[config.mk]
export PLATFORM = sky130hd
export DESIGN_NAME = bitsyncTop
export DESIGN_NICKNAME = d
export VERILOG_FILES = /design/src/hdl/bitsyncPkg.sv /design/src/hdl/apbSlave.sv /design/src/hdl/bitsyncRegs.sv /design/src/hdl/bitsyncTop.sv /design/src/hdl/dacOutputMux.sv /design/src/hdl/dcLoopFilter.sv /design/src/hdl/strobeTimer.sv
export SDC_FILE = /design/constraint.sdc
export NUM_CORES = 1
export LEC_CHECK = 0
export ABC_CLOCK_PERIOD_IN_PS = 5950
export BUFFER_PORTS_ARGS = -buffer_cell sky130_fd_sc_hd__buf_2
export CAP_MARGIN = 20
export CORE_ASPECT_RATIO = 1.25
export CORE_MARGIN = 1
export CORE_UTILIZATION = 50
export DETAILED_ROUTE_END_ITERATION = 16
export GPL_ROUTABILITY_DRIVEN = 0
export PLACE_DENSITY = 0.7
export SLEW_MARGIN = 10
export SYNTH_ARGS = -nofsm -noshare
export SYNTH_HDL_FRONTEND = slang
export SYNTH_HIERARCHICAL = 1
export SYNTH_SLANG_ARGS = --single-unit
export TNS_END_PERCENT = 50
[constraint.sdc]
create_clock -name clk -period 5.95 [get_ports clk]
set_input_delay 0.8925 -clock clk [delete_from_list [all_inputs] [get_ports clk]]
set_output_delay 0.8925 -clock clk [all_outputs]
set_load 0.01 [all_outputs]
[src/hdl/bitsyncPkg.sv]
package bitsyncPkg;

    // ~~~~~~~~~~~~~~~~~~~~~~~~~~~~~~
    // Widths
    // ~~~~~~~~~~~~~~~~~~~~~~~~~~~~~~
    typedef logic signed [17:0] sample_t;
    typedef logic signed [39:0] accum_t;
    typedef logic [4:0]         dcGain_t;
    typedef logic [7:0]         dcTest_t;
    typedef logic [3:0]         dacSel_t;
    typedef logic [15:0]        rate_t;
    typedef logic [4:0]         regAddr_t;
    typedef logic [31:0]        busWord_t;

    typedef enum logic [1:0] {
        MODE_DUAL_SYNC  = 2'd0,
        MODE_IND_CH     = 2'd1,
        MODE_SINGLE_CH  = 2'd2,
        MODE_OQPSK_SYNC = 2'd3
    } bitsyncMode_e;

    // Only two monitor sources remain
    typedef enum logic [3:0] {
        DAC_ADC = 4'd0,
        DAC_DC  = 4'd1
    } dacSource_e;

    typedef enum logic [1:0] {
        APB_IDLE,
        APB_WAIT,
        APB_DONE
    } apbState_e;

    // ~~~~~~~~~~~~~~~~~~~~~~~~~~~~~~
    // Register map
    // ~~~~~~~~~~~~~~~~~~~~~~~~~~~~~~
    localparam regAddr_t REG_CTRL     = 5'h00;
    localparam regAddr_t REG_CH0_CFG  = 5'h04;
    localparam regAddr_t REG_CH1_CFG  = 5'h08;
    localparam regAddr_t REG_CH0_RATE = 5'h0C;
    localparam regAddr_t REG_CH1_RATE = 5'h10;

    // DC loop scaling
    localparam int DC_IN_SHIFT   = 16;
    localparam int DC_OUT_LSB    = 22;
    localparam int DC_TEST_SHIFT = 10;

    typedef struct packed {
        dacSel_t [2:0] dacSel;
        logic          dcEnable;
        logic          highImpedance;
        logic          singleEnded;
        dcGain_t       dcGain;
        dcTest_t       dcTest;
    } chanCfg_t;

    typedef struct packed {
        logic [2:0]    dacEn;
        sample_t [2:0] dacData;
    } dacBus_t;

    // Channel 1 keeps its own timing in these modes
    function automatic logic asyncMode(bitsyncMode_e mode);
        return (mode == MODE_IND_CH) || (mode == MODE_SINGLE_CH);
    endfunction

endpackage

[src/hdl/apbSlave.sv]
module apbSlave
    import bitsyncPkg::*;
(
    input  logic     clk,
    input  logic     rstN,
    input  logic     psel,
    input  logic     penable,
    input  logic     pwrite,
    input  busWord_t readData,
    input  logic     addrError,
    output logic     pready,
    output busWord_t prdata,
    output logic     pslverr,
    output logic     regWrite,
    output logic     regRead
);

    apbState_e state;
    apbState_e stateNext;

    // Setup phase arms the FSM, so WAIT is the first access cycle
    always_comb begin
        stateNext = state;
        case (state)
            APB_IDLE: begin
                if (psel && !penable) begin
                    stateNext = APB_WAIT;
                end
            end
            APB_WAIT: begin
                // Master dropped the transfer
                if (psel && penable) begin
                    stateNext = APB_DONE;
                end else begin
                    stateNext = APB_IDLE;
                end
            end
            default: stateNext = APB_IDLE;
        endcase
    end

    always_ff @(posedge clk) begin
        if (!rstN) begin
            state <= APB_IDLE;
        end else begin
            state <= stateNext;
        end
    end

    // Response and register strobes only in the completion cycle
    assign pready   = (state == APB_DONE);
    assign regWrite = pready && pwrite;
    assign regRead  = pready && !pwrite;
    assign prdata   = pready ? readData : '0;
    assign pslverr  = pready && addrError;

endmodule

[src/hdl/bitsyncRegs.sv]
module bitsyncRegs
    import bitsyncPkg::*;
(
    input  logic         clk,
    input  logic         rstN,
    input  logic         regWrite,
    input  logic         regRead,
    input  regAddr_t     addr,
    input  busWord_t     wdata,
    input  logic [3:0]   strb,
    output busWord_t     readData,
    output logic         addrError,
    output bitsyncMode_e mode,
    output chanCfg_t     ch0Cfg,
    output chanCfg_t     ch1Cfg,
    output rate_t        ch0Rate,
    output rate_t        ch1Rate
);

    // Implemented bits per register
    localparam busWord_t CTRL_MASK = 32'h0000_0003;
    localparam busWord_t CFG_MASK  = 32'hFF1F_7FFF;
    localparam busWord_t RATE_MASK = 32'h0000_FFFF;

    busWord_t ctrlReg;
    busWord_t ch0CfgReg;
    busWord_t ch1CfgReg;
    busWord_t ch0RateReg;
    busWord_t ch1RateReg;
    busWord_t readMux;
    logic     addrHit;

    function automatic busWord_t mergeBytes(busWord_t old, busWord_t data,
                                            logic [3:0] byteEn, busWord_t mask);
        busWord_t merged;
        merged = old;
        for (int b = 0; b < 4; b++) begin
            if (byteEn[b]) begin
                merged[8*b +: 8] = data[8*b +: 8];
            end
        end
        return merged & mask;
    endfunction

    function automatic chanCfg_t unpackCfg(busWord_t word);
        chanCfg_t cfg;
        cfg.dacSel[0]     = word[3:0];
        cfg.dacSel[1]     = word[7:4];
        cfg.dacSel[2]     = word[11:8];
        cfg.dcEnable      = word[12];
        cfg.highImpedance = word[13];
        cfg.singleEnded   = word[14];
        cfg.dcGain        = word[20:16];
        cfg.dcTest        = word[31:24];
        return cfg;
    endfunction

    always_ff @(posedge clk) begin
        if (!rstN) begin
            ctrlReg    <= '0;
            ch0CfgReg  <= '0;
            ch1CfgReg  <= '0;
            ch0RateReg <= '0;
            ch1RateReg <= '0;
        end else if (regWrite) begin
            case (addr)
                REG_CTRL:     ctrlReg    <= mergeBytes(ctrlReg, wdata, strb, CTRL_MASK);
                REG_CH0_CFG:  ch0CfgReg  <= mergeBytes(ch0CfgReg, wdata, strb, CFG_MASK);
                REG_CH1_CFG:  ch1CfgReg  <= mergeBytes(ch1CfgReg, wdata, strb, CFG_MASK);
                REG_CH0_RATE: ch0RateReg <= mergeBytes(ch0RateReg, wdata, strb, RATE_MASK);
                REG_CH1_RATE: ch1RateReg <= mergeBytes(ch1RateReg, wdata, strb, RATE_MASK);
                default: ;
            endcase
        end
    end

    // ~~~~~~~~~~~~~~~~~~~~~~~~~~~~~~
    // Readback and decode
    // ~~~~~~~~~~~~~~~~~~~~~~~~~~~~~~
    always_comb begin
        readMux = '0;
        addrHit = 1'b1;
        case (addr)
            REG_CTRL:     readMux = ctrlReg;
            REG_CH0_CFG:  readMux = ch0CfgReg;
            REG_CH1_CFG:  readMux = ch1CfgReg;
            REG_CH0_RATE: readMux = ch0RateReg;
            REG_CH1_RATE: readMux = ch1RateReg;
            default:      addrHit = 1'b0;
        endcase
    end

    assign readData  = regRead ? readMux : '0;
    assign addrError = (regWrite || regRead) && !addrHit;

    assign mode    = bitsyncMode_e'(ctrlReg[1:0]);
    assign ch0Cfg  = unpackCfg(ch0CfgReg);
    assign ch1Cfg  = unpackCfg(ch1CfgReg);
    assign ch0Rate = ch0RateReg[15:0];
    assign ch1Rate = ch1RateReg[15:0];

endmodule

[src/hdl/bitsyncTop.sv]
module bitsyncTop
    import bitsyncPkg::*;
#(
    parameter int NumDacs = 3
) (
    input  logic       clk,
    input  logic       rstN,
    input  logic       psel,
    input  logic       penable,
    input  logic       pwrite,
    input  regAddr_t   paddr,
    input  busWord_t   pwdata,
    input  logic [3:0] pstrb,
    input  logic       clkEn,
    input  sample_t    rx0,
    input  sample_t    rx1,
    output busWord_t   prdata,
    output logic       pready,
    output logic       pslverr,
    output logic       ch0DcEn,
    output logic       ch1DcEn,
    output sample_t    ch0Offset,
    output sample_t    ch1Offset,
    output dacBus_t    ch0Dac,
    output dacBus_t    ch1Dac,
    output logic       ch0HighImpedance,
    output logic       ch0SingleEnded,
    output logic       ch1HighImpedance,
    output logic       ch1SingleEnded
);

    logic         regWrite;
    logic         regRead;
    busWord_t     readData;
    logic         addrError;
    bitsyncMode_e mode;
    chanCfg_t     ch0Cfg;
    chanCfg_t     ch1Cfg;
    rate_t        ch0Rate;
    rate_t        ch1Rate;
    logic         ch1TimerEn;

    // ~~~~~~~~~~~~~~~~~~~~~~~~~~~~~~
    // Bus and registers
    // ~~~~~~~~~~~~~~~~~~~~~~~~~~~~~~
    apbSlave apb (
        .clk(clk), .rstN(rstN),
        .psel(psel), .penable(penable), .pwrite(pwrite),
        .readData(readData), .addrError(addrError),
        .pready(pready), .prdata(prdata), .pslverr(pslverr),
        .regWrite(regWrite), .regRead(regRead)
    );

    bitsyncRegs regs (
        .clk(clk), .rstN(rstN),
        .regWrite(regWrite), .regRead(regRead),
        .addr(paddr), .wdata(pwdata), .strb(pstrb),
        .readData(readData), .addrError(addrError),
        .mode(mode),
        .ch0Cfg(ch0Cfg), .ch1Cfg(ch1Cfg),
        .ch0Rate(ch0Rate), .ch1Rate(ch1Rate)
    );

    // ~~~~~~~~~~~~~~~~~~~~~~~~~~~~~~
    // Loop strobes
    // ~~~~~~~~~~~~~~~~~~~~~~~~~~~~~~
    strobeTimer ch0Timer (
        .clk(clk), .rstN(rstN), .clkEn(clkEn), .rate(ch0Rate), .dcEn(ch0DcEn)
    );

    strobeTimer ch1Timer (
        .clk(clk), .rstN(rstN), .clkEn(clkEn), .rate(ch1Rate), .dcEn(ch1TimerEn)
    );

    // Synchronous modes run channel 1 on channel 0 timing
    assign ch1DcEn = asyncMode(mode) ? ch1TimerEn : ch0DcEn;

    // ~~~~~~~~~~~~~~~~~~~~~~~~~~~~~~
    // DC loops and DAC monitors
    // ~~~~~~~~~~~~~~~~~~~~~~~~~~~~~~
    dcLoopFilter ch0DcLoop (
        .clk(clk), .rstN(rstN), .dcEn(ch0DcEn), .rx(rx0),
        .enable(ch0Cfg.dcEnable), .gain(ch0Cfg.dcGain), .testValue(ch0Cfg.dcTest),
        .offset(ch0Offset)
    );

    dcLoopFilter ch1DcLoop (
        .clk(clk), .rstN(rstN), .dcEn(ch1DcEn), .rx(rx1),
        .enable(ch1Cfg.dcEnable), .gain(ch1Cfg.dcGain), .testValue(ch1Cfg.dcTest),
        .offset(ch1Offset)
    );

    dacOutputMux #(.NumDacs(NumDacs)) ch0DacMux (
        .clk(clk), .rstN(rstN), .cfg(ch0Cfg), .rx(rx0), .clkEn(clkEn),
        .offset(ch0Offset), .dcEn(ch0DcEn), .dac(ch0Dac)
    );

    dacOutputMux #(.NumDacs(NumDacs)) ch1DacMux (
        .clk(clk), .rstN(rstN), .cfg(ch1Cfg), .rx(rx1), .clkEn(clkEn),
        .offset(ch1Offset), .dcEn(ch1DcEn), .dac(ch1Dac)
    );

    assign ch0HighImpedance = ch0Cfg.highImpedance;
    assign ch0SingleEnded   = ch0Cfg.singleEnded;
    assign ch1HighImpedance = ch1Cfg.highImpedance;
    assign ch1SingleEnded   = ch1Cfg.singleEnded;

endmodule

[src/hdl/dacOutputMux.sv]
module dacOutputMux
    import bitsyncPkg::*;
#(
    parameter int NumDacs = 3
) (
    input  logic     clk,
    input  logic     rstN,
    input  chanCfg_t cfg,
    input  sample_t  rx,
    input  logic     clkEn,
    input  sample_t  offset,
    input  logic     dcEn,
    output dacBus_t  dac
);

    logic [2:0]    enNext;
    sample_t [2:0] dataNext;
    logic [2:0]    enReg;
    sample_t [2:0] dataReg;

    // Unused DAC slots stay idle at zero
    always_comb begin
        enNext   = '0;
        dataNext = '0;
        for (int i = 0; i < NumDacs; i++) begin
            if (cfg.dacSel[i] == dacSel_t'(DAC_DC)) begin
                enNext[i]   = dcEn;
                dataNext[i] = offset;
            end else begin
                // ADC source, also for any unknown code
                enNext[i]   = clkEn;
                dataNext[i] = rx;
            end
        end
    end

    always_ff @(posedge clk) begin
        if (!rstN) begin
            enReg <= '0;
        end else begin
            enReg <= enNext;
        end
    end

    always_ff @(posedge clk) begin
        dataReg <= dataNext;
    end

    assign dac.dacEn   = enReg;
    assign dac.dacData = dataReg;

endmodule

[src/hdl/dcLoopFilter.sv]
module dcLoopFilter
    import bitsyncPkg::*;
(
    input  logic    clk,
    input  logic    rstN,
    input  logic    dcEn,
    input  sample_t rx,
    input  logic    enable,
    input  dcGain_t gain,
    input  dcTest_t testValue,
    output sample_t offset
);

    accum_t  accum;
    accum_t  accumNext;
    accum_t  dcIn;
    sample_t testOffset;

    // Input sign extended and placed above the fraction bits
    assign dcIn       = accum_t'(rx) <<< DC_IN_SHIFT;
    assign testOffset = {testValue, {DC_TEST_SHIFT{1'b0}}};

    always_comb begin
        accumNext = accum;
        if (dcEn) begin
            if (enable) begin
                accumNext = accum + (dcIn >>> gain);
            end else begin
                accumNext = '0;
            end
        end
    end

    // Offset tracks the new accumulator value, not the old one
    always_ff @(posedge clk) begin
        if (!rstN) begin
            accum  <= '0;
            offset <= '0;
        end else begin
            accum  <= accumNext;
            offset <= (testValue != '0) ? testOffset
                                        : accumNext[DC_OUT_LSB +: $bits(sample_t)];
        end
    end

endmodule

[src/hdl/strobeTimer.sv]
module strobeTimer
    import bitsyncPkg::*;
(
    input  logic  clk,
    input  logic  rstN,
    input  logic  clkEn,
    input  rate_t rate,
    output logic  dcEn
);

    rate_t count;

    // One strobe per rate + 1 sample enables
    always_ff @(posedge clk) begin
        if (!rstN) begin
            count <= rate;
            dcEn  <= 1'b0;
        end else begin
            dcEn <= 1'b0;
            if (clkEn) begin
                if (count == '0) begin
                    count <= rate;
                    dcEn  <= 1'b1;
                end else begin
                    count <= count - 1'b1;
                end
            end
        end
    end

endmodule

==> results of run 1 <==
==> state kept, by name, indices dropped and copies added (netlist names), 16 cells and up <==
| signal | cells |
|---|---|
| ch1DcLoop/offset | 18 |
| regs/ch0CfgReg | 28 |
| ch1DcLoop/accum | 40 |
| ch1Timer/count | 16 |
| regs/ch0RateReg | 16 |
| ch0DcLoop/accum | 40 |
| ch0Timer/count | 16 |
| regs/ch1CfgReg | 28 |
| ch1DacMux/dac | 54 |
| regs/ch1RateReg | 16 |
| ch0DcLoop/offset | 18 |
| ch0DacMux/dac | 54 |
==> stage by stage <==
stage / setup WS (ps) / cell area (um2)
5_1_grt: 158 / 24600
3_3_place_gp: 737 / 23200
2_1_floorplan: 1460 / 21900
6_report: 444 / 24600
3_5_place_dp: 656 / 23200
4_1_cts: 587 / 24600
==> final cells by class <==
cell class,instances,area (um2)
timing repair buffer,301,1600
clock buffer,54,1120
antenna,1,2.50
tap,565,707
fill,3878,18500
multi-input combinational,1881,13300
sequential,356,7450
inverter,56,210
clock inverter,15,191
==> metal layers <==
metal  vias up  GRT usage, %
li1       9161             -
met1      9214          35.4
met2       820          49.1
met3       183          4.00
met4         2          13.9
met5         -             0
==> layout by cell type, fill, tap and decap left out, drive strengths merged, types with 8 or more instances in the layout <==
cell	count
mux2i	129
edfxtp	32
buf	301
and4	9
mux4	10
a22o	21
a21boi	11
inv	53
nor2b	61
o211ai	9
nand2b	15
o31ai	8
a31oi	15
nor4b	9
nor4	15
nand3b	30
dfxtp	324
and3	16
a211oi	13
clkinv	9
xor2	44
a21oi	138
and2	87
o22ai	28
xnor2	53
nor2	121
a41oi	17
clkbuf	54
a21o	35
ha	82
nand4	36
o21a	26
a22oi	12
o21bai	14
nor3	29
a221oi	8
o21ai	166
nand2	319
nand3	85
mux2	129
==> worst max-delay path by stage <==
stage                                               start                              end  slack [ps]
after floorplan           regs/ch0CfgReg[16]$_SDFFE_PN0P_  ch0DcLoop/offset[10]$_SDFF_PN0_        1460
after global placement    regs/ch1CfgReg[16]$_SDFFE_PN0P_  ch1DcLoop/offset[16]$_SDFF_PN0_         740
after detailed placement  regs/ch1CfgReg[16]$_SDFFE_PN0P_  ch1DcLoop/offset[16]$_SDFF_PN0_         660
after CTS                 regs/ch1CfgReg[16]$_SDFFE_PN0P_  ch1DcLoop/offset[16]$_SDFF_PN0_         590
after global routing      regs/ch1CfgReg[16]$_SDFFE_PN0P_  ch1DcLoop/offset[16]$_SDFF_PN0_         160
final                     regs/ch1CfgReg[16]$_SDFFE_PN0P_  ch1DcLoop/offset[15]$_SDFF_PN0_         440
==> cells by family (layout without fill, tap and decap cells) <==
logic type | Yosys count | in the layout | share of synthesized area, %
other cells | 1 | 4 | 0.0172
xor+xnor | 97 | 97 | 3.89
fa+ha+maj | 84 | 84 | 4.88
flops | 356 | 356 | 34.1
compound gates | 568 | 568 | 17.2
simple gates | 861 | 861 | 20.2
buf+inv | 222 | 426 | 5.26
mux | 268 | 268 | 14.5
==> report_power, final <==
part           internal, uW  leakage, uW  switching (uW)
clock                  1490     0.000633            1030
sequential             2500      0.00300            48.4
combinational           209      0.00637             320
total                  4200       0.0100            1400
==> results.md, run 1 <==
- CP Class: register to register
- Critical-path top delay cell: dfxtp_1
- Die area: 44,600 um2
- Worst Tran Pin Value: 1060 ps
- Largest net degree at the start of global routing: 106
- Clock Path Buffers: 3
- Max FO, Critical Path: 22
- Postcts setup bufs: 0
- First-pass GRT wire length: 102,000 um
- Top FF cell, synth: dfxtp_1
- Outcome: finished clean
- CTS resizes: 0
- Top sig layer: met5
- Port bufs: 266
- DR pass1 iterations: 7
- Die H: 236 um
- Remaining DRCs: 0
- Avg Inst Size Synth: 8.90 um2
- Power per cell area: 228 nW/um2
- CP Data Required Time: 6360 ps
- Final Hold Viols: 0
- DP Cell Count: 3,159
- Tmin final: 5510 ps
- Total track usage: 28.8%
- Reg2reg path depth: 17
- Pleak: 0.0100 uW
- Wire length on met3: 4550 um
- Routed Wire Length: 66,400 um
- Yosys reg bits: 356
- I/O pin total: 273
- H-tree depth: 2
- Max-Slew Margin vs Limit: 29.0%
- Hold_buf cts: 0
- Clock sink count: 356
- Root Buffer: clkbuf_16
- Initial drt markers: 1,647
- Count of final setup violators: 0
- CP peak stage delay: 1020 ps
- Syn-to-layout area delta: 12.4%
- Min-Delay Endpoint: apb/state[1]$_SDFFE_PN0P_
- Core area: 43,100 um2
- Count leader, synth: dfxtp_1
- Post-synth EDFFs: 32
- Arr. time, crit path: 5920 ps
- Initial Util: 50.7%
- CP top delay family: compound AO/OA/AOI/OAI gates
- DPL Wire Length: 48,700 um
- Vias in the first global route: 18,297
- Setup tns final: 0 ps
- Vias: 19,380
- Initial antenna violation count: 3
- Critical hold path startpoint: apb/state[1]$_SDFFE_PN0P_
- Critical Path Sink Type: register
- Max Slew Vio Count: 0
- Synth top area cells: dfxtp_1, mux2i_1, nand2_1, ha_1, edfxtp_1
- Fmax: 0.182 GHz
- Post-synthesis cell type count: 104
- Post-synth ARST share: 0%
- RSZ-0062 raised after global routing: no
- Cts bufs inserted: 38
- Mapped Cells: 2,457
- Net count, final: 2,801
- Metal-1 WL: 26,800 um
- Max VDD drop: 0.177 mV
- DR vias/cell: 6.00
- RR Startpoint: regs/ch1CfgReg[16]$_SDFFE_PN0P_
- Reg2reg setup slack: 440 ps
- Hold_ws: 445 ps
- Reg2reg end: ch1DcLoop/offset[15]$_SDFF_PN0_
- Hold WC Path Type: register to register
- Synth area leader: dfxtp_1
- CP startpoint kind: register
- Length of routed met2 wiring: 31,900 um
- WP buf/inv: 0
- Max-cap violations: 0
- Final ANT Viol Nets: 0
- Syn. warnings: 6
- Final core utilization: 57.0%
- Top cell type's share of synthesized area: 29.7%
- Hold Path Stages: 1
- Row Count: 85
- Overall Power: 5600 uW
- Share of layout cells above drive strength 1: 21.0%
- Routed len/inst: 20.6 um
- Finished Layout Cells: 3,229
- Die Wd: 189 um
- GR Overflow Total: 0
- Crit-path cells: mux2_2 -> mux2i_1 -> nor2_1 -> a21o_1 -> o21ai_0 -> o22ai_1 -> ha_1 -> nand2_1 -> nor2_1 -> o41ai_1 -> nand3_1 -> a31oi_1 -> o21ai_1 -> a41oi_1 -> xnor2_1 -> a21oi_1 -> o21ai_1
- Fin Clk Skew: 15.4 ps
- Sequential-to-total area share from yosys stat: 34.1%
- Worst skew pair latency: 550 ps
- Crit path depth: 17
- Fin crit share: 92.5%
- Mapped Area: 21,900 um2
- Top cells by count, synth: dfxtp_1, nand2_1, o21ai_0
- CTS tree: yes
- Reg clk slew, reported paths: 60 ps
Power figures use the tool's default switching activity.
==> inputs of run 2 (changes only) <==
PLACE_DENSITY = 0.71   (was 0.7)
SYNTH_HIERARCHICAL = unset   (was 1)
==> results.md, run 2 <==
- Outcome: finished clean
- Count of final setup violators: 0
- Syn. warnings: 0
- Final Hold Viols: 0
- CP top delay family: compound AO/OA/AOI/OAI gates
- Routed len/inst: 19.2 um
- Critical Path Sink Type: register
- Reg clk slew, reported paths: 60 ps
- Filler Cell Count: 3,496
- Max Slew Vio Count: 0
- Count leader, synth: dfxtp_1
- Largest net degree at the start of global routing: 70
- Mapped Cells: 2,348
- Top cells by count, synth: dfxtp_1, nor2_1, nand2_1
- Port bufs: 266
- Fmax: 0.189 GHz
- Net count, final: 2,700
- DR vias/cell: 6.06
- Critical-path top delay cell: dfxtp_1
- DP Cell Count: 2,991
- Top cell type's share of synthesized area: 32.4%
- Vias: 18,537
- Power per cell area: 230 nW/um2
- Top FF cell, synth: dfxtp_1
- Share of layout cells above drive strength 1: 20.6%
- Final ANT Viol Nets: 0
- Die area: 40,900 um2
- Row Count: 81
- Routed Wire Length: 58,800 um
- Max-Slew Margin vs Limit: 29.0%
- Final Instance Area: 22,900 um2
- Mux cell area share after synthesis: 11.2%
- XOR/XNOR Fraction of Synth Area: 3.58%
- Initial drt markers: 1,632
- CP Data Required Time: 6360 ps
- Sequential-to-total area share from yosys stat: 37.2%
- Worst skew pair latency: 540 ps
- Dpl cell area: 21,700 um2
- Synth area leader: dfxtp_1
- Fraction of the mapped netlist area in adder cells: 5.32%
- Clock sink count: 356
- GR Overflow Total: 0
- Fin crit share: 89.0%
- Compound-cell area share of the yosys netlist: 21.5%
- WP buf/inv: 1
- Hold WC Path Type: register to register
- Post-synthesis cell type count: 86
- Setup tns final: 0 ps
- Commonest non-fill, non-tap cell in the layout: dfxtp_1
- Hold_buf cts: 0
- Remaining DRCs: 0
- CP peak stage delay: 930 ps
- Yosys reg bits: 356
- Arr. time, crit path: 5700 ps
- CTS tree: yes
- Post-synth EDFFs: 32
- DR pass1 iterations: 6
- Initial antenna violation count: 4
- Initial Util: 51.0%
- Post-synth ARST share: 0%
- Synth top area cells: dfxtp_1, mux2_2, a21oi_1, ha_1, edfxtp_1
- Cts bufs inserted: 38
- Finished Layout Cells: 3,061
- RSZ-0062 raised after global routing: no
- Dpl ws: 760 ps
- Total track usage: 27.5%
- Reg2reg setup slack: 660 ps
- CP Class: register to register
- Syn-to-layout area delta: 14.5%
- I/O pin total: 273
- Most frequent cells in the layout: dfxtp_1, buf_2, nor2_1
- Max VDD drop: 0.219 mV
- Setup ws final: 657 ps
- Synth Area in Simple Gates: 17.1%
- Pleak: 0.00963 uW
- Max FO, Critical Path: 17
- Root Buffer: clkbuf_16
- Core area: 39,300 um2
- Max-cap violations: 0
- Worst Tran Pin Value: 1060 ps
- Avg Inst Size Synth: 8.54 um2
- H-tree depth: 2
- DPL Wire Length: 43,400 um
- Tmin final: 5290 ps
- Mapped Area: 20,000 um2
- Fin Clk Skew: 25.0 ps
- Die Wd: 181 um
- Crit-path cells: buf_4 -> mux2_2 -> nor2_1 -> a21oi_1 -> nand2_1 -> o21ai_0 -> mux2i_1 -> o21ai_0 -> ha_1 -> and2_1 -> a41oi_1 -> o21ai_1 -> a2111oi_0 -> nor2_1 -> a211oi_1 -> o21a_1 -> nor4_1 -> a221o_1
- First-pass GRT wire length: 90,700 um
- Die H: 226 um
- Clock Path Buffers: 3
- CP startpoint kind: register
- Vias in the first global route: 17,336
- CTS resizes: 0
- Postcts setup bufs: 0
- Largest family of logic cells by synthesized area: compound AO/OA/AOI/OAI gates
==> run 2: cell types whose count changed after synthesis, sizes merged, moves of 23 or more <==
cell / change
a21oi: +74
a22oi: +43
and2: -53
buf: -41
clkbuf: +35
mux2i: -48
nand2: -100
nand3b: -23
nand4: -25
nor2: +127
nor2b: -46
o21ai: -31
==> run 2: path summary, 6_finish.rpt <==
kind                                         from                              to  cells past startpoint
setup / recovery  regs.ch0CfgReg[17]$_SDFFE_PN0P_  ch0DcLoop.accum[37]$_SDFF_PN0_                     18
hold / removal          apb.state[0]$_SDFFE_PN0P_       apb.state[0]$_SDFFE_PN0P_                      1
setup reg to reg  regs.ch0CfgReg[17]$_SDFFE_PN0P_  ch0DcLoop.accum[37]$_SDFF_PN0_                     18
hold reg to reg         apb.state[0]$_SDFFE_PN0P_       apb.state[0]$_SDFFE_PN0P_                      1
==> run 2: layer usage <==
layer | GRT usage (%) | wire (um) | vias to the layer above
met3 | 4.39 | 4030 | 144
li1 | - | - | 8925
met1 | 32.8 | 23500 | 8726
met4 | 13.4 | 2640 | 0
met5 | 0 | 0 | -
met2 | 48.1 | 28600 | 742
==> run 2: layout make-up <==
cell class	count	area [um2]	area share (%)
Clock inverter	21	215	0.938
Multi-Input combinational cell	1790	11800	51.6
Sequential cell	356	7450	32.5
Antenna cell	5	12.5	0.0545
Inverter	45	171	0.747
Tap cell	498	623	2.72
Clock buffer	44	1000	4.37
Timing Repair Buffer	302	1620	7.07
==> run 2: kinds of logic (layout without fill, tap and decap cells) <==
kind of cell    count (synthesis)  after routing
simple gates                  743            743
compound gates                671            671
flops                         356            356
mux                           207            207
buf+inv                       204            412
fa+ha+maj                      84             84
xor+xnor                       82             82
other cells                     1              8
==> run 2: through the flow <==
stage / power (uW) / hold slack [ps] / utilization (%)
2_1_floorplan: 2810 / 410 / -
3_3_place_gp: 2960 / 421 / 55.1
3_5_place_dp: 2970 / 434 / 55.2
4_1_cts: 5300 / 442 / 58.3
5_1_grt: 5440 / 465 / 58.3
6_report: 5270 / 440 / 58.3
==> run 2: where the power goes <==
| group | total, uW | switching [uW] | internal [uW] |
|---|---|---|---|
| clock | 2350 | 997 | 1350 |
| sequential | 2520 | 30.8 | 2490 |
| combinational | 405 | 247 | 158 |
| total | 5270 | 1270 | 3990 |
